File: src/eeprom_emu_pkg.sv
package eeprom_emu_pkg;

    //////////////////////////////////////////////////
    // Data and geometry
    //////////////////////////////////////////////////

    // One stored byte, 8-bit organisation only
    typedef logic [7:0] byte_t;

    localparam int DEFAULT_ADDR_WIDTH = 7;  // 128 bytes

    //////////////////////////////////////////////////
    // Serial command set, 93C46 style
    //////////////////////////////////////////////////

    // Start bit plus two opcode bits, sent MSB first
    localparam logic [2:0] OP_READ  = 3'b110;  // Read one byte
    localparam logic [2:0] OP_WRITE = 3'b101;  // Write one byte
    localparam logic [2:0] OP_EWCTL = 3'b100;  // Write-enable control

    // Two argument bits that follow OP_EWCTL
    localparam logic [1:0] EW_ENABLE  = 2'b11;  // Set write-enable latch
    localparam logic [1:0] EW_DISABLE = 2'b00;  // Clear it

    // Frame layout for the default width:
    //   bits 1..3   opcode
    //   bits 4..10  address
    //   bits 11..18 data (driven on MISO for READ)
    // Control frames carry their argument on bits 4..5

endpackage
File: src/host_mem_port.sv
`timescale 1ns/100ps

module host_mem_port #(
    parameter int ADDR_WIDTH = eeprom_emu_pkg::DEFAULT_ADDR_WIDTH
) (
    input  logic                  sys_clk,
    input  logic                  reset,
    input  logic                  host_req,
    input  logic                  host_we,
    input  logic [ADDR_WIDTH-1:0] host_addr,
    input  eeprom_emu_pkg::byte_t host_wdata,
    input  logic                  write_busy,
    output logic                  host_ack,
    output eeprom_emu_pkg::byte_t host_rdata,
    output logic                  mem_b_en,
    output logic                  mem_b_we,
    output logic [ADDR_WIDTH-1:0] mem_b_addr,
    output eeprom_emu_pkg::byte_t mem_b_wdata,
    input  eeprom_emu_pkg::byte_t mem_b_rdata
);

    typedef enum logic [1:0] {
        hs_wait,     // Idle, watching host_req
        hs_access,   // Port B strobe out
        hs_ack,      // Read data back, raise ack
        hs_release   // Hold ack until req drops
    } hs_state_t;

    hs_state_t state;

    always_ff @(posedge sys_clk) begin
        if (reset) begin
            state    <= hs_wait;
            host_ack <= 1'b0;
            mem_b_en <= 1'b0;
            mem_b_we <= 1'b0;
        end else begin
            case (state)
                hs_wait: begin
                    // Writes hold off while a serial WRITE frame runs
                    if (host_req && !(host_we && write_busy)) begin
                        mem_b_en    <= 1'b1;
                        mem_b_we    <= host_we;
                        mem_b_addr  <= host_addr;
                        mem_b_wdata <= host_wdata;
                        state       <= hs_access;
                    end
                end
                hs_access: begin
                    mem_b_en <= 1'b0;  // Single access
                    state    <= hs_ack;
                end
                hs_ack: begin
                    if (!mem_b_we)
                        host_rdata <= mem_b_rdata;  // Keep old value on writes
                    host_ack <= 1'b1;
                    state    <= hs_release;
                end
                hs_release: begin
                    if (!host_req) begin
                        host_ack <= 1'b0;
                        state    <= hs_wait;
                    end
                end
                default: state <= hs_wait;
            endcase
        end
    end

    // Four-phase rule, ack only answers a live request
    a_ack_needs_req: assert property (@(posedge sys_clk) disable iff (reset)
        $rose(host_ack) |-> host_req);

endmodule

File: config.mk
export PLATFORM = sky130hd
export DESIGN_NAME = host_mem_port
export DESIGN_NICKNAME = d
export VERILOG_FILES = /design/src/eeprom_emu_pkg.sv /design/src/host_mem_port.sv
export SDC_FILE = /design/constraint.sdc
export NUM_CORES = 1
export LEC_CHECK = 0
export ABC_AREA = 1
export BUFFER_PORTS_ARGS = -buffer_cell sky130_fd_sc_hd__buf_2
export CORE_MARGIN = 4
export CORE_UTILIZATION = 42
export DETAILED_ROUTE_END_ITERATION = 10
export HOLD_SLACK_MARGIN = 0.05
export PLACE_DENSITY = 0.76
export SLEW_MARGIN = 25
export SYNTH_ARGS = -nofsm -noshare
export SYNTH_HDL_FRONTEND = slang
export SYNTH_SLANG_ARGS = --single-unit
File: constraint.sdc
create_clock -name sys_clk -period 2.6 [get_ports sys_clk]
set_input_delay 0.26 -clock sys_clk [delete_from_list [all_inputs] [get_ports sys_clk]]
set_output_delay 0.26 -clock sys_clk [all_outputs]
set_load 0.02 [all_outputs]
==> impl_metrics.env <==
export IMPL_cts_inserted_buffers=3
export IMPL_routed_wirelength_normalized_by_instance_count_um=13.1
export IMPL_firstDrtPassIters=4
export IMPL_cts_resized=0
export IMPL_list_of_cells_traversed_by_the_critical_path="inv_1, ha_1, nand2_1, nor2_1"
export IMPL_min_path_type="input port to flop"
export IMPL_path_class="flop to flop"
export IMPL_run_status="finished clean"
export IMPL_relative_slew_slack_pct=54.7
export IMPL_gp_routability_congestion=0.864
export IMPL_die_height_um=56.2
export IMPL_area_of_the_placeable_core_um2=2210
export IMPL_slowest_stage="sky130_fd_sc_hd__nor2_1"
export IMPL_finalMaxSlewViolations=0
export IMPL_num_nets_final=155
export IMPL_clock_root_buffer="sky130_fd_sc_hd__clkbuf_4"
export IMPL_layout_worst_path_cycle_share_pct=60.5
export IMPL_postCtsSetupRepairBufs=0
export IMPL_post_synth_num_cell_types=11
export IMPL_multiInputGateArea_um2=163
export IMPL_drtIter0Drc=10
export IMPL_setup_tns_ns=0
export IMPL_most_utilized_layer_in_the_global_route_result="met2"
export IMPL_initial_antenna_violation_count=0
export IMPL_num_fill_cells=185
export IMPL_fin_crit_ns=1.57
export IMPL_fmaxAchievable_ghz=0.636
export IMPL_number_of_buffers_on_the_longest_clock_path=2
export IMPL_reg2reg_slack_ns=1.03
export IMPL_worst_setup_path_startpoint="state[0]"
export IMPL_detailedPlacementHpwl_um=1590
export IMPL_hold_viol=0
export IMPL_timing_critical_path_to_type="flop"
export IMPL_grt_pass1_vias=689
export IMPL_htreeDepth=1
export IMPL_grtUsageMet3_pct=3.94
export IMPL_via_count_of_the_routed_design=676
export IMPL_area_growth_syn_to_layout_pct=34.2
export IMPL_power_per_cell_area_nw_per_um2=803
export IMPL_overflow_left_after_global_routing=0
export IMPL_wire_length_of_the_first_global_routing_pass_um=3040
export IMPL_post_synth_inst_count=64
export IMPL_drv_max_cap_violation_count=0
export IMPL_cts_tree="built"
export IMPL_path_max_fanout=8
export IMPL_peak_vdd_ir_uv=490
export IMPL_worst_setup_path_start_kind="flop"
export IMPL_critical_path_data_required_time_ns=2.55
export IMPL_cp_top_family="simple AND/OR/NAND/NOR gates"
export IMPL_grt_setup_unrepaired="no"
export IMPL_worstPathArrival_ns=1.53
export IMPL_cts_hold_buffers_added=0
export IMPL_final_core_utilization_pct=59.2
export IMPL_endpoint="host_rdata[0]"
export IMPL_cp_slowest_stage_delay_ns=0.52
export IMPL_leakagePower_nw=0.590
export IMPL_clk_pin_slew_ns=0.15
export IMPL_syn_mean_instance_area_um2=15.2
export IMPL_hold_ws_ns=0.104
export IMPL_clock_latency_ns=0.32
export IMPL_seqCellArea_um2=791
export IMPL_total_wire_length_after_detailed_routing_um=1960
export IMPL_timing_critical_path_buf_inv=1
export IMPL_std_cell_rows=17
export IMPL_timing_critical_path_depth=4
export IMPL_ys_seq_elements=28
export IMPL_grt_total_usage_pct=12.5
export IMPL_worst_clock_skew_ns=0.0166
export IMPL_mostFrequentLayoutCell="sky130_fd_sc_hd__buf_2"
export IMPL_via_per_inst=4.51
export IMPL_grt_util_met2_pct=22.0
export IMPL_timing_worst_slew_pin_value_ns=0.677
export IMPL_worst_r2r_startpoint="state[0]"
export IMPL_grt_start_max_net_pins=16
export IMPL_cts_sinks=28
export IMPL_reg2reg_depth=4
export IMPL_die_width_um=56.2
export IMPL_post_synth_instance_area_um2=976
export IMPL_ff_to_ff_end="host_rdata[0]"
export IMPL_synth_seq_area_share_pct=81.0
export IMPL_final_antenna_net_count=0
export IMPL_die_area_um2=3160
export IMPL_setup_viol_count_final=0
export IMPL_hp_start="mem_b_rdata[3]"
export IMPL_yosysWarningCount=0
export IMPL_start_util_pct=44.1
export IMPL_mostFrequentLayoutCells="sky130_fd_sc_hd__buf_2 (53), sky130_fd_sc_hd__edfxtp_1 (23), sky130_fd_sc_hd__nand2_1 (11), sky130_fd_sc_hd__inv_1 (6)"
export IMPL_number_of_port_buffers=53
export IMPL_io_count=54
export IMPL_use_met1_pct=13.9
export IMPL_final_layout_size_suffix_gt1_share_pct=47.5
export IMPL_synth_net_count=96
export IMPL_detail_route_drc_violations=0
export IMPL_antenna_diode_count=0
[final cells by class]
cell class | instances | share of cell area [%]
flip-flops and latches | 28 | 60.4
clock buffers | 4 | 2.01
well taps | 28 | 2.67
multi-input cells | 30 | 12.4
inverters | 6 | 1.72
repair buffers | 54 | 20.8
[state kept, by name (all words and copies together), names as in the netlist]
| name | flops |
|---|---|
| mem_b_wdata | 8 |
| host_rdata | 8 |
| state | 2 |
| mem_b_addr | 7 |
| mem_b_en | 1 |
| host_ack | 1 |
| mem_b_we | 1 |
[logic make-up (layout without fill, tap and decap cells)]
kind of cell	after synthesis	count (layout)	synth area share, %
adder cells (fa/ha/maj)	4	4	5.13
flip-flops	28	28	81.0
AND/OR/NAND/NOR	20	20	8.46
buffers and inverters	6	64	2.31
AO/OA/AOI/OAI	6	6	3.08
[synthesized netlist by cell type]
cell	count	area, um^2
sky130_fd_sc_hd__nand2_2	1	6.26
sky130_fd_sc_hd__edfxtp_1	23	691
sky130_fd_sc_hd__nand3_1	2	10.0
sky130_fd_sc_hd__o21ai_0	1	5.00
sky130_fd_sc_hd__nor2_1	5	18.8
sky130_fd_sc_hd__dfxtp_1	5	100
sky130_fd_sc_hd__nand2_1	11	41.3
sky130_fd_sc_hd__nand4_1	1	6.26
sky130_fd_sc_hd__inv_1	6	22.5
sky130_fd_sc_hd__ha_1	4	50.1
sky130_fd_sc_hd__a21oi_1	5	25.0
[worst min-delay path by stage]
stage | to | slack, ns | depth (start not counted)
2_1_floorplan | mem_b_we | 0.33 | 1
3_3_place_gp | mem_b_wdata[7] | 0.44 | 1
3_5_place_dp | host_rdata[3] | 0.44 | 1
4_1_cts | mem_b_wdata[0] | 0.1 | 1
5_1_grt | host_rdata[3] | 0.08 | 1
6_report | host_rdata[3] | 0.10 | 1
[per-stage QoR]
stage | setup slack (ns) | std cells | power, mW | area (um^2)
final | 1.03 | 150 | 1.05 | 1310
after CTS | 0.999 | 150 | 1.06 | 1310
after global routing | 0.880 | 150 | 1.12 | 1310
after detailed placement | 1.06 | 146 | 0.894 | 1280
after global placement | 1.14 | 146 | 0.880 | 1280
after floorplan | 0.815 | 64 | 0.792 | 976
[per-layer routing]
metal | wire, um | part of all wire (%) | vias up
li1 | - | - | 338
met1 | 719 | 37 | 302
met2 | 1030 | 52 | 34
met3 | 195 | 10 | 2
met4 | 18 | 0.92 | 0
met5 | 0 | 0 | -
[report_power, final]
group / switching, mW / total, mW / internal, mW
combinational: 0.188 / 0.292 / 0.105
sequential: 0.0266 / 0.586 / 0.559
clock: 0.114 / 0.174 / 0.0598
total: 0.329 / 1.05 / 0.724
Power figures use the tool's default switching activity.
