===== src/eeprom_emu_pkg.sv =====
package eeprom_emu_pkg;

    //////////////////////////////////////////////////
    // Data and geometry
    //////////////////////////////////////////////////

    // One stored byte, 8-bit organisation only
    typedef logic [7:0] byte_t;

    localparam int DEFAULT_ADDR_WIDTH = 7;  // 128 bytes

    //////////////////////////////////////////////////
    // Serial command set, 93C46 style
    //////////////////////////////////////////////////

    // Start bit plus two opcode bits, sent MSB first
    localparam logic [2:0] OP_READ  = 3'b110;  // Read one byte
    localparam logic [2:0] OP_WRITE = 3'b101;  // Write one byte
    localparam logic [2:0] OP_EWCTL = 3'b100;  // Write-enable control

    // Two argument bits that follow OP_EWCTL
    localparam logic [1:0] EW_ENABLE  = 2'b11;  // Set write-enable latch
    localparam logic [1:0] EW_DISABLE = 2'b00;  // Clear it

    // Frame layout for the default width:
    //   bits 1..3   opcode
    //   bits 4..10  address
    //   bits 11..18 data (driven on MISO for READ)
    // Control frames carry their argument on bits 4..5

endpackage

===== src/eeprom_cmd_engine.sv =====
`timescale 1ns/100ps

module eeprom_cmd_engine #(
    parameter int ADDR_WIDTH = eeprom_emu_pkg::DEFAULT_ADDR_WIDTH
) (
    input  logic                   sys_clk,
    input  logic                   reset,
    input  logic                   sclk_rise,
    input  logic                   cs_rise,
    input  logic                   cs_level,
    input  logic                   mosi_sync,
    output logic                   mem_a_en,
    output logic                   mem_a_we,
    output logic [ADDR_WIDTH-1:0]  mem_a_addr,
    output eeprom_emu_pkg::byte_t  mem_a_wdata,
    input  eeprom_emu_pkg::byte_t  mem_a_rdata,
    output logic                   load,
    output eeprom_emu_pkg::byte_t  load_data,
    output logic                   shift,
    output logic                   drop_oe,
    output logic                   write_busy
);

    typedef enum logic [2:0] {
        st_idle,     // Chip not selected
        st_opcode,   // Collecting 3 opcode bits
        st_address,  // Collecting address bits
        st_data,     // READ out or WRITE in, 8 bits
        st_control,  // Two write-control bits
        st_done      // Command finished, rearm decode
    } state_t;

    state_t                state;
    logic [2:0]            bit_cnt;      // Bits taken in current field
    eeprom_emu_pkg::byte_t shift_in;     // MOSI history
    eeprom_emu_pkg::byte_t byte_now;     // History including current bit
    logic [2:0]            cmd_op;       // Opcode of running command
    logic                  we_latch;     // Write-enable latch
    logic                  read_pend;    // Port A read data arrives now
    logic                  last_addr_bit;
    logic                  last_data_bit;

    //////////////////////////////////////////////////
    // Combinational helpers and shifter control
    //////////////////////////////////////////////////

    assign byte_now      = {shift_in[6:0], mosi_sync};
    assign last_addr_bit = sclk_rise && (bit_cnt == 3'(ADDR_WIDTH - 1));
    assign last_data_bit = sclk_rise && (bit_cnt == 3'd7);

    assign shift     = sclk_rise;                     // MISO advances on every edge
    assign load      = read_pend && (state == st_data);  // Aborted reads never load
    assign load_data = mem_a_rdata;

    // Release MISO after bit 18, or when the frame dies
    assign drop_oe = ((state == st_data) && (cmd_op == eeprom_emu_pkg::OP_READ) &&
                      last_data_bit) || ((state != st_idle) && !cs_level);

    //////////////////////////////////////////////////
    // Frame FSM
    //////////////////////////////////////////////////

    always_ff @(posedge sys_clk) begin
        if (reset) begin
            state      <= st_idle;
            bit_cnt    <= '0;
            cmd_op     <= '0;
            we_latch   <= 1'b0;  // Writes locked after reset
            write_busy <= 1'b0;
            mem_a_en   <= 1'b0;
            mem_a_we   <= 1'b0;
            read_pend  <= 1'b0;
        end else begin
            mem_a_en  <= 1'b0;  // Port A strobes last one cycle
            mem_a_we  <= 1'b0;
            read_pend <= mem_a_en && !mem_a_we;  // Memory has one cycle latency
            if (sclk_rise) begin
                shift_in <= byte_now;
                bit_cnt  <= bit_cnt + 3'd1;
            end
            if ((state != st_idle) && !cs_level) begin
                // CS low ends the frame, half-done command is lost
                state      <= st_idle;
                write_busy <= 1'b0;
            end else begin
                case (state)
                    st_idle: begin
                        if (cs_rise) begin
                            state   <= st_opcode;
                            bit_cnt <= '0;
                        end
                    end
                    st_opcode: begin
                        if (sclk_rise && (bit_cnt == 3'd2)) begin
                            bit_cnt <= '0;
                            cmd_op  <= byte_now[2:0];
                            case (byte_now[2:0])
                                eeprom_emu_pkg::OP_READ:  state <= st_address;
                                eeprom_emu_pkg::OP_WRITE: begin
                                    state      <= st_address;
                                    write_busy <= 1'b1;  // Stall host writes
                                end
                                eeprom_emu_pkg::OP_EWCTL: state <= st_control;
                                default:                  state <= st_done;  // Unknown, retry
                            endcase
                        end
                    end
                    st_address: begin
                        if (last_addr_bit) begin
                            bit_cnt    <= '0;
                            mem_a_addr <= byte_now[ADDR_WIDTH-1:0];
                            state      <= st_data;
                            if (cmd_op == eeprom_emu_pkg::OP_READ)
                                mem_a_en <= 1'b1;  // Fetch byte for MISO
                        end
                    end
                    st_data: begin
                        if (last_data_bit) begin
                            state <= st_done;
                            if (cmd_op == eeprom_emu_pkg::OP_WRITE) begin
                                write_busy <= 1'b0;
                                if (we_latch) begin  // Protected part ignores the data
                                    mem_a_en    <= 1'b1;
                                    mem_a_we    <= 1'b1;
                                    mem_a_wdata <= byte_now;
                                end
                            end
                        end
                    end
                    st_control: begin
                        if (sclk_rise && (bit_cnt == 3'd1)) begin
                            state <= st_done;
                            if (byte_now[1:0] == eeprom_emu_pkg::EW_ENABLE)
                                we_latch <= 1'b1;
                            else if (byte_now[1:0] == eeprom_emu_pkg::EW_DISABLE)
                                we_latch <= 1'b0;
                        end
                    end
                    st_done: begin
                        bit_cnt <= '0;  // CS still high, next command follows
                        state   <= st_opcode;
                    end
                    default: state <= st_idle;
                endcase
            end
        end
    end

    //////////////////////////////////////////////////
    // Checks
    //////////////////////////////////////////////////

    // Serial write reaches memory only when the latch was set at issue time
    a_write_needs_latch: assert property (@(posedge sys_clk) disable iff (reset)
        (mem_a_en && mem_a_we) |-> $past(we_latch));

    // MISO load comes two cycles after the last address bit of a READ
    a_load_in_read: assert property (@(posedge sys_clk) disable iff (reset)
        load |-> ((cmd_op == eeprom_emu_pkg::OP_READ) && $past(last_addr_bit, 2)));

endmodule


===== config.mk =====
export PLATFORM = sky130hd
export DESIGN_NAME = eeprom_cmd_engine
export DESIGN_NICKNAME = d
export VERILOG_FILES = /design/src/eeprom_emu_pkg.sv /design/src/eeprom_cmd_engine.sv
export SDC_FILE = /design/constraint.sdc
export NUM_CORES = 1
export LEC_CHECK = 0
export BUFFER_PORTS_ARGS = -buffer_cell sky130_fd_sc_hd__buf_2
export CORE_MARGIN = 8
export CORE_UTILIZATION = 51
export DETAILED_ROUTE_END_ITERATION = 10
export GPL_TIMING_DRIVEN = 0
export HOLD_SLACK_MARGIN = 0.1
export PLACE_DENSITY = 0.79
export SYNTH_ARGS = -nofsm -noshare
export SYNTH_HDL_FRONTEND = slang
export SYNTH_SLANG_ARGS = --single-unit

===== constraint.sdc =====
create_clock -name sys_clk -period 3.1 [get_ports sys_clk]
set_clock_uncertainty 0.05 [all_clocks]
set_input_delay 0.155 -clock sys_clk [delete_from_list [all_inputs] [get_ports sys_clk]]
set_output_delay 0.155 -clock sys_clk [all_outputs]
set_load 0.05 [all_outputs]

==> metrics.md <==
| Metric | Value |
|---|---|
| Outcome | `finished clean` |
| Yosys top cell by area | `edfxtp_1` |
| Mapped Avg Cell Area | `11.64 µm²` |
| Final Hold Fails | `0` |
| Slew headroom | `10.02%` |
| Initial antenna violation count | `0` |
| Layout cell share with drive strength beyond 1 | `29.05%` |
| Switching Share | `26.25%` |
| Worst-Margin Slew | `1.339 ns` |
| Worst Path Required | `3.00 ns` |
| Global-route wire length before repair | `5.292 mm` |
| CTS tree | `built` |
| Vias in the first global route | `1174` |
| Net Sw Power | `267.3 µW` |
| Ys Warns | `0` |
| DIE WIDTH | `71.71 µm` |
| Post-Synthesis Net Count | `158` |
| Max Clock Freq | `352.1 MHz` |
| Post-synthesis instance area | `1583 µm²` |
| Clock Sinks | `36` |
| Max-slew violations | `0` |
| Post-Route WL | `3.211 mm` |
| Post-synth top cells | `edfxtp_1 (22), dfxtp_1 (14), buf_4 (10), nor2_1 (10), nand2_1 (9)` |
| CP startpoint | `bit_cnt[0]$_SDFF_PP0_` |
| TritonRoute pass-1 iters | `4` |
| Vias | `1152` |
| Finished Cell Area | `1897 µm²` |
| Final min period | `2.840 ns` |
| Final setup violation count | `0` |
| Leak | `0.0007722 µW` |
| Placed Instance Area | `1790 µm²` |
| Clock slew at reported path FFs | `0.10 ns` |
| Hold Crit Class | `in -> reg` |
| Register area share after synthesis | `59.45%` |
| Clock Power Share | `31.5%` |
| Post-Synthesis Cells | `136` |
| Largest cells by area after synthesis | `edfxtp_1 (42%), dfxtp_1 (18%), ha_1 (6.3%)` |
| Total power | `1018 µW` |
| Initial Util | `52.71%` |
| Yosys top cell area share | `41.74%` |
| Die H | `71.71 µm` |
| Worst ir drop on vdd | `0.0002694 V` |
| Largest net degree at the start of global routing | `12` |
| Count leader, synth | `edfxtp_1` |
| I/O Buffers | `32` |
| Gate power share | `16.1%` |
| CP Capture Type | `flip-flop` |
| Synthesis-stage register bit count | `36` |
| DRC | `0` |
| Setup bufs post-CTS | `0` |
| Root Buffer | `clkbuf_4` |
| Nets@finish | `200` |
| GRT Resource Usage Total | `12.88%` |
| Dpl hpwl | `2.361 mm` |
| Row count | `20` |
| Max clock buf depth | `2` |
| Top_reg_cell synth | `edfxtp_1` |
| ANT nets after route | `0` |
| Die ar. | `5142 µm²` |
| Clk_lat worst skew | `0.33 ns` |
| Ports | `43` |
| Number of synthesized flops with an enable pin | `22` |
| Unique masters post-synth | `37` |
| Startpoint types | `flip-flop` |
| DR iter-0 viols | `42` |
| Core Region | `3003 µm²` |
| Overflow after GRT | `0` |
| Area grow syn2layout | `19.84%` |
| Asr flop ratio synth | `0%` |
| Pwr per Cell Area | `536.7 nW/µm²` |
| Post-route setup TNS | `0 ns` |
| Crit Path Category | `reg -> reg` |
| GPL Wtd Cong | `0.8662` |
| Antenna fix cells | `0` |
| Cell-internal power | `750.8 µW` |
| Routed vias/inst | `5.434` |
| Routed length per instance | `15.15 µm` |
| WP data arrival | `2.74 ns` |
| HP Start | `cs_level` |
| Max-cap viol count | `0` |
| RR Startpoint | `bit_cnt[0]$_SDFF_PP0_` |
| H-tree Lvls | `2` |
| CTS buffer count | `5` |
| Filler Cells Inserted | `247` |
| Crit Path Max Fanout | `9` |
| Final period util | `91.61%` |
| Worst hold slack | `0.2154 ns` |
| Flop pwr share | `52.4%` |
| RSZ-0062 raised after global routing | `no` |
## logic make-up (layout without fill, tap and decap cells)
family                   Yosys count  in the layout  share of synthesized area, %
AND/OR/NAND/NOR                   45             45                         14.94
multiplexers                       3              3                         1.897
AO/OA/AOI/OAI                     22             22                         9.329
flip-flops                        36             36                         59.45
XOR/XNOR                           1              1                        0.5535
adder cells (fa/ha/maj)            8              8                         6.324
buffers and inverters             21             64                         7.510
## registers in the layout, summed over array words and instances, names as in the netlist
| name | count |
|---|---|
| mem_a_en | 1 |
| read_pend | 1 |
| state | 3 |
| cmd_op | 3 |
| bit_cnt | 3 |
| mem_a_we | 1 |
| mem_a_wdata | 8 |
| mem_a_addr | 7 |
| write_busy | 1 |
| shift_in | 7 |
| we_latch | 1 |
## stage by stage
stage	instances	worst slack, ns	util (%)
after floorplan	136	0.7671	-
after global placement	201	0.2988	59.42
after detailed placement	201	0.2921	59.62
after CTS	212	0.2693	63.17
after global routing	212	0.1659	63.17
final	212	0.2601	63.17
## worst max-delay path, cell delays in order, from the launching register on
cell	delay [ns]
dfxtp_1	0.42
ha_1	0.18
ha_1	0.16
nand2_1	0.07
or4_1	0.53
nor3_1	1.04
## metal layers
layer / routed length, µm / global-route usage [%] / vias up
met5: 0 / 0 / -
met1: 1210 / 12.23 / 540
met3: 250 / 4.881 / 5
li1: - / - / 563
met4: 31 / 4.535 / 0
met2: 1719 / 24.39 / 44
## final cells by class
| class | count | area (µm²) | share of cell area (%) |
|---|---|---|---|
| Sequential cell | 36 | 940.9 | 49.60 |
| Inverter | 7 | 26.28 | 1.385 |
| Clock buffer | 6 | 41.29 | 2.177 |
| Multi-Input combinational cell | 79 | 529.3 | 27.90 |
| Timing Repair Buffer | 35 | 190.2 | 10.03 |
| Tap cell | 33 | 41.29 | 2.177 |
| Clock inverter | 2 | 35.03 | 1.847 |
| Buffer | 14 | 92.59 | 4.881 |
## path summary, 6_finish.rpt
check	depth (start not counted)	slack (ns)	end
worst max-delay path	5	0.26	mem_a_wdata[4]$_DFFE_PP_
worst min-delay path	3	0.22	cmd_op[0]$_SDFFE_PP0P_
worst max register to register	5	0.26	mem_a_wdata[4]$_DFFE_PP_
worst min register to register	1	0.37	read_pend$_SDFF_PP0_
## cells in the final DEF, fill, tap and decap left out, types with 2 or more instances in the layout
cell type and instances:
mux2i_1 3, nand3b_1 2, and3_1 2, nor2_1 10, clkbuf_1 3, o31ai_1 2, nand3_1 4, inv_1 7
a21oi_1 6, edfxtp_1 22, o21ai_0 3, nand2b_1 3, nand2_1 9, buf_4 10, nor3_1 5, dfxtp_1 14
nor2b_1 3, clkbuf_4 5, dlygate4sd3_1 3, or4_1 2, ha_1 8, buf_2 34
## power groups by stage
stage | logic, µW | registers [µW] | clock network [µW]
2_1_floorplan | 127 | 541 | 0
3_3_place_gp | 153 | 542 | 0
3_5_place_dp | 160 | 545 | 0
4_1_cts | 164 | 534 | 326
5_1_grt | 180 | 536 | 349
6_report | 164 | 534 | 320
## what timing repair did
action / in CTS / in global routing
resized for setup: 0 / 0
hold endpoints to repair: 10 / 0
hold buffers: 3 / 0
Power figures use the tool's default switching activity.
