==> src/serial_input_sync.sv <==
`timescale 1ns/100ps

module serial_input_sync (
    input  logic sys_clk,
    input  logic reset,
    input  logic spi_clk,
    input  logic spi_mosi,
    input  logic spi_cs,
    output logic sclk_rise,
    output logic cs_rise,
    output logic cs_level,
    output logic mosi_sync
);

    //////////////////////////////////////////////////
    // Pin synchronisers
    //////////////////////////////////////////////////

    // Bit order in the vectors: [2] cs, [1] sclk, [0] mosi
    logic [2:0] pins_s1;  // First stage, may go metastable
    logic [2:0] pins_s2;  // Second stage, safe to use
    logic [2:1] pins_s3;  // Extra stage for edge detect

    always_ff @(posedge sys_clk) begin
        if (reset) begin
            pins_s1 <= '0;
            pins_s2 <= '0;
            pins_s3 <= '0;
        end else begin
            pins_s1 <= {spi_cs, spi_clk, spi_mosi};
            pins_s2 <= pins_s1;
            pins_s3 <= pins_s2[2:1];  // Previous level of cs and sclk
        end
    end

    //////////////////////////////////////////////////
    // Edge pulses and levels
    //////////////////////////////////////////////////

    // Pulses line up with mosi_sync, two cycles after the pin edge
    assign sclk_rise = pins_s2[1] & ~pins_s3[1];
    assign cs_rise   = pins_s2[2] & ~pins_s3[2];
    assign cs_level  = pins_s2[2];
    assign mosi_sync = pins_s2[0];

endmodule

==> config.mk <==
export PLATFORM = sky130hd
export DESIGN_NAME = serial_input_sync
export DESIGN_NICKNAME = d
export VERILOG_FILES = /design/src/serial_input_sync.sv
export SDC_FILE = /design/constraint.sdc
export NUM_CORES = 1
export LEC_CHECK = 0
export BUFFER_PORTS_ARGS = -buffer_cell sky130_fd_sc_hd__buf_2
export CAP_MARGIN = 20
export CORE_AREA = 4 4 41 43
export CTS_CLUSTER_SIZE = 24
export DETAILED_ROUTE_END_ITERATION = 12
export DIE_AREA = 0 0 45 47
export GPL_ROUTABILITY_DRIVEN = 0
export PLACE_DENSITY = 0.42
export SETUP_SLACK_MARGIN = 0.15
export SYNTH_ARGS = -nofsm -noshare
export SYNTH_HDL_FRONTEND = slang
export SYNTH_SLANG_ARGS = --single-unit
==> constraint.sdc <==
create_clock -name sys_clk -period 0.8 [get_ports sys_clk]
set_input_delay 0.04 -clock sys_clk [delete_from_list [all_inputs] [get_ports sys_clk]]
set_output_delay 0.04 -clock sys_clk [all_outputs]
set_load 0.01 [all_outputs]
==> impl_metrics.env, run 1 <==
export IMPL_clock_path_buffers=2
export IMPL_clkLatencyLatePin_ps=250
export IMPL_synthSimpleGateAreaFrac_pct=28.1
export IMPL_clk_pin_slew_ps=50
export IMPL_routedWlPerCell_um=7.43
export IMPL_antenna_found_initial=0
export IMPL_yosysWarnings=0
export IMPL_final_max_slew_viol_count=0
export IMPL_grt_max_degree=9
export IMPL_layout_commonest_cell="nor2b_1"
export IMPL_arrival_ps=790
export IMPL_synthMuxAreaShare_pct=0
export IMPL_synthXorXnorAreaFrac_pct=0
export IMPL_vias_per_cell=3.48
export IMPL_status="complete, but fails checks"
export IMPL_cap_violations=0
export IMPL_hold_path_class="input pin to register"
export IMPL_leakage_nw=0.166
export IMPL_grt_usage_pct=4.51
export IMPL_ys_seq_elements=8
export IMPL_ioPinCount=9
export IMPL_firstDrtPassIters=1
export IMPL_finalNonFillerCells=46
export IMPL_critPathLaunchType="register"
export IMPL_violations="negative setup slack"
export IMPL_synth_seq_area_share_pct=71.9
export IMPL_setup_viol=3
export IMPL_power_w=0.000774
export IMPL_synth_top_family_by_area="simple AND/OR/NAND/NOR gates"
export IMPL_worstMarginPinSlew_ps=136
export IMPL_synth_nets=23
export IMPL_reg2reg_depth=2
export IMPL_syn_avg_cell_area_um2=12.4
export IMPL_wl_um=342
export IMPL_grt_pass1_vias=171
export IMPL_fin_tns_setup_ps=-85.0
export IMPL_nFillCells=151
export IMPL_end_kind="output port"
export IMPL_clock_skew_ps=3.76
export IMPL_core_area_mm2=0.00130
export IMPL_nets=38
export IMPL_drt_iter0_drc=0
export IMPL_required_ps=760
export IMPL_holdWs_ps=5.80
export IMPL_ant_nets=0
export IMPL_rsz0062_at_grt="yes"
export IMPL_numPortBuffers=8
export IMPL_fp_dieH_um=47
export IMPL_synth_compound_area_share_pct=0
export IMPL_finalCritPeriodShare_pct=104
export IMPL_max_vdd_ir_drop_v=0.000681
export IMPL_grt_pass1_wl_um=593
export IMPL_slew_headroom_pct=91.0
export IMPL_dieArea_mm2=0.00212
export IMPL_clock_root_buffer="clkbuf_4"
export IMPL_syn2layout_area_growth_pct=61.8
export IMPL_post_route_util_pct=27.7
export IMPL_syn_inst=18
export IMPL_drt_drc_violations_left=0
export IMPL_final_cell_mix="8 x nor2b_1, 6 x dfxtp_1, 5 x buf_2"
export IMPL_cts_max_level=1
export IMPL_grt_overflow=0
export IMPL_synth_area_um2=223
export IMPL_n_antenna_cell=0
export IMPL_vias=160
export IMPL_cts_tree="yes"
export IMPL_hold_viol_final=0
export IMPL_cellPowerDensity_mw_per_mm2=2150
export IMPL_path_max_fanout=2
export IMPL_critical_path_class="register to output port"
export IMPL_fin_crit_ps=831
export IMPL_ys_types=2
export IMPL_synth_fa_ha_area_share_pct=0
export IMPL_numCtsBuffers=3
export IMPL_initial_core_util_pct=17.1
export IMPL_layout_setup_ws_ps=-31.1
export IMPL_die_w_um=45
export IMPL_num_rows=13
export IMPL_drive_gt1_share_pct=51.6
export IMPL_clock_sinks=8
export IMPL_whs_path_depth=2
export IMPL_placed_cells_incl_taps=41
export IMPL_clock_fmax_ghz=1.20
-- per-stage QoR --
step                      worst slack (ps)  instance area, µm²
after global routing                 -73.9                 360
after floorplan                        170                 223
after detailed placement               190                 282
after global placement                 194                 282
after CTS                            -62.9                 329
final                                -31.1                 360
-- layer usage --
layer / GRT usage [%] / part of all wire [%] / vias to the layer above
met5: 0 / 0 / -
met4: 5.26 / 0 / 0
met3: 3.45 / 13 / 0
met2: 5.93 / 44 / 7
met1: 4.11 / 42 / 72
li1: - / - / 81
-- final timing paths --
path                   start    endpoint  slack [ps]
hold / removal        spi_cs  pins_s1[2]           6
setup reg to reg  pins_s2[2]  pins_s3[2]         140
setup / recovery  pins_s2[2]     cs_rise         -30
hold reg to reg   pins_s1[2]  pins_s2[2]         440
-- report_power, final --
part | leakage, nW | internal, W | total (W) | switching, W
sequential | 0.0667 | 0.000417 | 0.000422 | 0.00000558
clock | 0.0138 | 0.000171 | 0.000292 | 0.000122
combinational | 0.0854 | 0.0000392 | 0.0000589 | 0.0000197
-- Yosys cell counts --
cell	number	area share [%]
dfxtp_1	8	72
nor2b_1	10	28
-- flip-flops by register name (all words and copies together) (netlist names) --
register,count
pins_s1,3
pins_s2,3
pins_s3,2
-- critical path: stages, from the launching register on --
cell and delay, ps:
dfxtp_2 320, nor2b_4 130, buf_6 100
-- cell type report --
cell class	instances	area, µm²	share of cell area [%]
multi-input cells	10	77.6	21.5
well taps	15	18.8	5.21
clock buffers	3	22.5	6.25
repair buffers	10	78.8	21.9
flip-flops and latches	8	163	45.1
-- repair_timing --
action / 4_1_cts / 5_1_grt
resized for setup: 2 / 7
buffers inserted: 1 / 0
hold buffers: 1 / 0
gates cloned: 0 / 0
endpoints found under the hold margin: 2 / 0
setup endpoints to repair: 4 / 6
-- cell families (layout without fill, tap and decap cells) --
group | after synthesis | in the layout
buffers and inverters | 0 | 13
flip-flops | 8 | 8
AND/OR/NAND/NOR | 10 | 10
Note: power is estimated with default switching activity, not from simulation.
==> run 2: changes to the inputs <==
Settings changed: RECOVER_POWER set to 25.
==> run 2 against run 1 <==
Cell count unchanged. Global-route usage unchanged. The run still ends with negative setup slack left. Non-clock buffer count unchanged. Worst setup slack about the same. Routed wire length up 0.29%. Sequential share of layout area up 0.16 points.
==> impl_metrics.env, run 2 (synthesis results as in run 1) <==
export IMPL_status="complete, but fails checks"
export IMPL_violations="negative setup slack"
export IMPL_hold_path_class="input pin to register"
export IMPL_drt_iter0_drc=0
export IMPL_dieArea_mm2=0.00212
export IMPL_grt_overflow=0
export IMPL_ant_nets=0
export IMPL_slew_headroom_pct=78.8
export IMPL_grt_max_degree=9
export IMPL_firstDrtPassIters=1
export IMPL_end_kind="output port"
export IMPL_drt_drc_violations_left=0
export IMPL_cts_tree="yes"
export IMPL_path_cells="nor2b_4 > buf_6"
export IMPL_clk_pin_slew_ps=50
export IMPL_crit_slowest_cell="dfxtp_2"
export IMPL_nets=38
export IMPL_clock_path_buffers=2
export IMPL_routedWlPerCell_um=7.46
export IMPL_clkLatencyLatePin_ps=250
export IMPL_rsz0062_at_grt="yes"
export IMPL_setup_viol=3
export IMPL_critPathLaunchType="register"
export IMPL_grt_pass1_wl_um=593
export IMPL_wl_um=343
export IMPL_arrival_ps=790
export IMPL_final_max_slew_viol_count=0
export IMPL_clock_skew_ps=3.78
export IMPL_hold_viol_final=0
export IMPL_drive_gt1_share_pct=48.4
export IMPL_grt_pass1_vias=171
export IMPL_clock_root_buffer="clkbuf_4"
export IMPL_max_stage_delay_ps=320
export IMPL_numPortBuffers=8
export IMPL_nFillCells=152
export IMPL_cellPowerDensity_mw_per_mm2=2150
export IMPL_ioPinCount=9
export IMPL_cap_violations=0
export IMPL_n_antenna_cell=0
export IMPL_vias=160
export IMPL_core_area_mm2=0.00130
export IMPL_cts_max_level=1
export IMPL_critical_path_class="register to output port"
export IMPL_final_cell_mix="8 x nor2b_1, 6 x dfxtp_1, 4 x buf_2"
export IMPL_power_w=0.000773
export IMPL_reg2reg_depth=2
export IMPL_regToRegSetupSlack_ps=130
export IMPL_grt_usage_pct=4.51
export IMPL_clock_sinks=8
export IMPL_fin_crit_ps=831
export IMPL_worstMarginPinSlew_ps=318
export IMPL_path_max_fanout=2
export IMPL_numCtsBuffers=3
export IMPL_initial_core_util_pct=17.1
export IMPL_num_rows=13
export IMPL_finalCritPeriodShare_pct=104
export IMPL_layout_commonest_cell="nor2b_1"
export IMPL_antenna_found_initial=0
export IMPL_layout_setup_ws_ps=-31.1
export IMPL_syn2layout_area_growth_pct=61.2
export IMPL_max_vdd_ir_drop_v=0.000681
export IMPL_fp_dieH_um=47
export IMPL_whs_path_depth=2
export IMPL_clock_fmax_ghz=1.20
export IMPL_reg_top3="pins_s1: 3 flops, pins_s2: 3 flops, pins_s3: 2 flops"
export IMPL_post_route_util_pct=27.6
export IMPL_leakage_nw=0.163
export IMPL_die_w_um=45
export IMPL_required_ps=760
export IMPL_vias_per_cell=3.48
## run 2: changes by cell type in the layout (fill, tap and decap cells not counted)
cell,delta
buf_2,-1
clkbuf_1,+1
## run 2: final cells by class
class	instances	area, µm²	area share, %
clock buffers	3	22.5	6.27
well taps	15	18.8	5.23
multi-input cells	10	77.6	21.6
flip-flops and latches	8	163	45.3
repair buffers	10	77.6	21.6
## run 2: timing repair
item / in CTS / in global routing
hold endpoints to repair: 2 / 0
setup endpoints to repair: 4 / 6
hold buffers: 1 / 0
gates resized for setup: 2 / 7
buffers inserted: 1 / 0
## run 2: metal layers
| metal | share of wire [%] | vias up | track usage [%] |
|---|---|---|---|
| met1 | 43 | 72 | 4.11 |
| met4 | 0 | 0 | 5.26 |
| met5 | 0 | - | 0 |
| li1 | - | 81 | - |
| met3 | 13 | 0 | 3.45 |
| met2 | 44 | 7 | 5.93 |
## run 2: path summary, 6_finish.rpt
path,to,start
worst max register to register,pins_s3[2],pins_s2[2]
worst max-delay path,cs_rise,pins_s2[2]
worst min register to register,pins_s2[2],pins_s1[2]
worst min-delay path,pins_s1[2],spi_cs
## run 2: critical path: cells and delay by family (launching register included)
kind                   cells  cell delay [ps]
flip-flops                 1              320
buffers and inverters      1              100
AND/OR/NAND/NOR            1              130
## run 2: stage by stage
step           TNS, ps  hold WS (ps)  setup slack (ps)  instances  cell area [µm²]
6_report         -85.0          5.80             -31.1         46              359
5_1_grt           -200          5.81             -73.9         46              359
4_1_cts           -167         -1.84             -62.9         46              329
3_5_place_dp         0           256               190         41              282
3_3_place_gp         0           245               194         41              282
2_1_floorplan        0           112               170         18              223
## run 2: power breakdown
part	internal [W]	switching [W]	leakage, nW	total, W
Sequential	0.000417	0.00000558	0.0667	0.000422
Clock	0.000171	0.000122	0.0138	0.000292
Combinational	0.0000385	0.0000197	0.0826	0.0000582
Total	0.000626	0.000147	0.163	0.000773
==> run 3: changes to the inputs <==
Settings changed: ABC_AREA set to 1, PLACE_DENSITY 0.42 to 0.45.
==> run 3 against run 2 <==
Cell area increased by 4.5%. Area after synthesis is 16% higher. Sequential share of layout area decreased by 2.0 points. Hold slack gained 100 ps. Critical endpoint unchanged. Routed wire length up 12%. Clock skew fell by 1.2 ps. Clock power barely moved. Global-route usage rose by 1.1 points. Synthesized cell count grew 50%. Largest cell class unchanged. The flow still finishes with violations (negative setup slack). Critical path depth grew 1.
==> impl_metrics.env, run 3 <==
export IMPL_hp_start="reset"
export IMPL_r2r_end="pins_s3[2]"
export IMPL_rr_startpoint="pins_s2[2]"
export IMPL_core_area_mm2=0.00130
export IMPL_synthTopCellsByArea="dfxtp_1 62%, nor2_2 19%, inv_1 8.7%, buf_6 4.3%, inv_2 2.9%"
export IMPL_synth_top_area_share_pct=61.8
export IMPL_clock_skew_ps=2.57
export IMPL_regToRegSetupSlack_ps=290
export IMPL_required_ps=760
export IMPL_status="complete, but fails checks"
export IMPL_reg_top3="pins_s1: 3 flops, pins_s2: 3 flops, pins_s3: 2 flops"
export IMPL_max_vdd_ir_drop_v=0.000728
export IMPL_yosysWarnings=0
export IMPL_grt_pass1_vias=186
export IMPL_clk_pin_slew_ps=50
export IMPL_yosys_area_top_type="dfxtp_1"
export IMPL_final_cell_mix="8 x nor2_2, 7 x buf_2, 6 x dfxtp_1"
export IMPL_critPathLaunchType="register"
export IMPL_end_kind="output port"
export IMPL_crit_slowest_cell="dfxtp_2"
export IMPL_grt_max_degree=9
export IMPL_vias_per_cell=3.27
export IMPL_clkLatencyLatePin_ps=240
export IMPL_antenna_found_initial=0
export IMPL_placed_cell_area_um2=307
export IMPL_clock_root_buffer="clkbuf_4"
export IMPL_cap_violations=0
export IMPL_critical_path_class="register to output port"
export IMPL_slew_headroom_pct=85.2
export IMPL_layout_setup_ws_ps=-50.7
export IMPL_numCtsBuffers=3
export IMPL_nets=48
export IMPL_dieArea_mm2=0.00212
export IMPL_leakage_nw=0.184
export IMPL_dp_final_hpwl_um=244
export IMPL_placed_cells_incl_taps=49
export IMPL_cts_max_level=1
export IMPL_drt_iter0_drc=0
export IMPL_drive_gt1_share_pct=63.4
export IMPL_rsz0062_at_grt="yes"
export IMPL_worstMarginPinSlew_ps=222
export IMPL_final_max_slew_viol_count=0
export IMPL_grt_pass1_wl_um=703
export IMPL_grt_overflow=0
export IMPL_max_stage_delay_ps=330
export IMPL_dp_slack_ps=197
export IMPL_die_w_um=45
export IMPL_fin_crit_ps=851
export IMPL_wl_um=385
export IMPL_drt_drc_violations_left=0
export IMPL_async_reset_ff_share_pct=0
export IMPL_cts_tree="yes"
export IMPL_n_antenna_cell=0
export IMPL_finalNonFillerCells=56
export IMPL_routedWlPerCell_um=6.88
export IMPL_synth_seq_area_share_pct=61.8
export IMPL_use_met1_pct=4.82
export IMPL_syn2layout_area_growth_pct=44.9
export IMPL_reg2reg_depth=2
export IMPL_clock_sinks=8
export IMPL_synth_flop_cell="dfxtp_1"
export IMPL_layout_commonest_cell="nor2_2"
export IMPL_syn_avg_cell_area_um2=9.59
export IMPL_initial_core_util_pct=19.9
export IMPL_ioPinCount=9
export IMPL_path_max_fanout=2
export IMPL_numPortBuffers=8
export IMPL_clock_fmax_ghz=1.18
export IMPL_synth_enable_flop_cells=0
export IMPL_clock_path_buffers=2
export IMPL_path_cells="inv_2 > nor2_1 > buf_2"
export IMPL_grt_usage_pct=5.63
export IMPL_ys_seq_elements=8
export IMPL_fin_area_um2=375
export IMPL_hold_viol_final=0
export IMPL_min_to="pins_s2[2]"
export IMPL_setup_viol=3
export IMPL_finalCritPeriodShare_pct=106
export IMPL_synth_nets=32
export IMPL_syn_inst=27
export IMPL_violations="negative setup slack"
export IMPL_top_usage_layer="met4"
export IMPL_synth_commonest_cells="8 x dfxtp_1, 8 x nor2_2, 6 x inv_1, 2 x inv_2, 2 x nor2_1"
export IMPL_grtUsageMet3_pct=3.45
export IMPL_grtUsageMet2_pct=7.34
export IMPL_arrival_ps=810
export IMPL_hold_path_class="input pin to register"
export IMPL_fp_dieH_um=47
export IMPL_synth_area_um2=259
export IMPL_ant_nets=0
export IMPL_vias=183
export IMPL_cellPowerDensity_mw_per_mm2=2090
export IMPL_num_rows=13
export IMPL_firstDrtPassIters=1
export IMPL_post_route_util_pct=28.8
export IMPL_whs_path_depth=2
export IMPL_ys_types=6
[run 3: changes by cell type after synthesis, sizes merged]
cell   before  now
inv         0    8
nor2b      10    0
nor2        0   10
buf         0    1
[run 3: worst max path at each step]
stage,slack [ps],to,cells after the start,from
final,-50,cs_rise,3,pins_s2[2]
after global routing,-100,cs_rise,3,pins_s2[2]
after CTS,-60,cs_rise,3,pins_s2[2]
after detailed placement,200,cs_rise,3,pins_s2[2]
after global placement,180,cs_rise,3,pins_s2[2]
after floorplan,180,cs_rise,2,pins_s2[2]
[run 3: worst max-delay path: cells and delay by family, from the launching register on]
family	cells	cell delay [ps]
flip-flops	1	330
AND/OR/NAND/NOR	1	70
buffers and inverters	2	170
[run 3: timing repair]
action / in CTS / in global routing
endpoints found under the hold margin: 3 / 0
hold buffers: 3 / 0
gates resized for setup: 2 / 3
gates cloned: 0 / 0
buffers inserted: 0 / 1
endpoints found under the setup margin: 4 / 6
[run 3: cells by family after synthesis]
group | synth area share (%)
and+or+nand+nor | 22.2
buffers and inverters | 15.9
DFF | 61.8
[run 3: area by class of cell]
| type | instances | area, µm² |
|---|---|---|
| Fill cell | 149 | 926 |
| Sequential cell | 8 | 163 |
| Clock buffer | 3 | 22.5 |
| Multi-Input combinational cell | 10 | 57.6 |
| Inverter | 8 | 30.0 |
| Timing Repair Buffer | 12 | 83.8 |
| Tap cell | 15 | 18.8 |
[run 3: metal layers]
metal / up-vias / wire (µm)
li1: 102 / -
met1: 68 / 168
met2: 9 / 143
met3: 4 / 40
met4: 0 / 32
met5: - / 0
[run 3: per-stage QoR]
stage	hold WS [ps]	TNS, ps	total power (W)
2_1_floorplan	154	0	0.000466
3_3_place_gp	240	0	0.000481
3_5_place_dp	243	0	0.000482
4_1_cts	108	-93.4	0.000797
5_1_grt	117	-264	0.000844
6_report	108	-111	0.000783
[run 3: power by group]
group	leakage (nW)	internal, W	switching [W]
registers	0.0667	0.000417	0.00000448
logic	0.103	0.0000365	0.0000337
clock network	0.0138	0.000171	0.000121
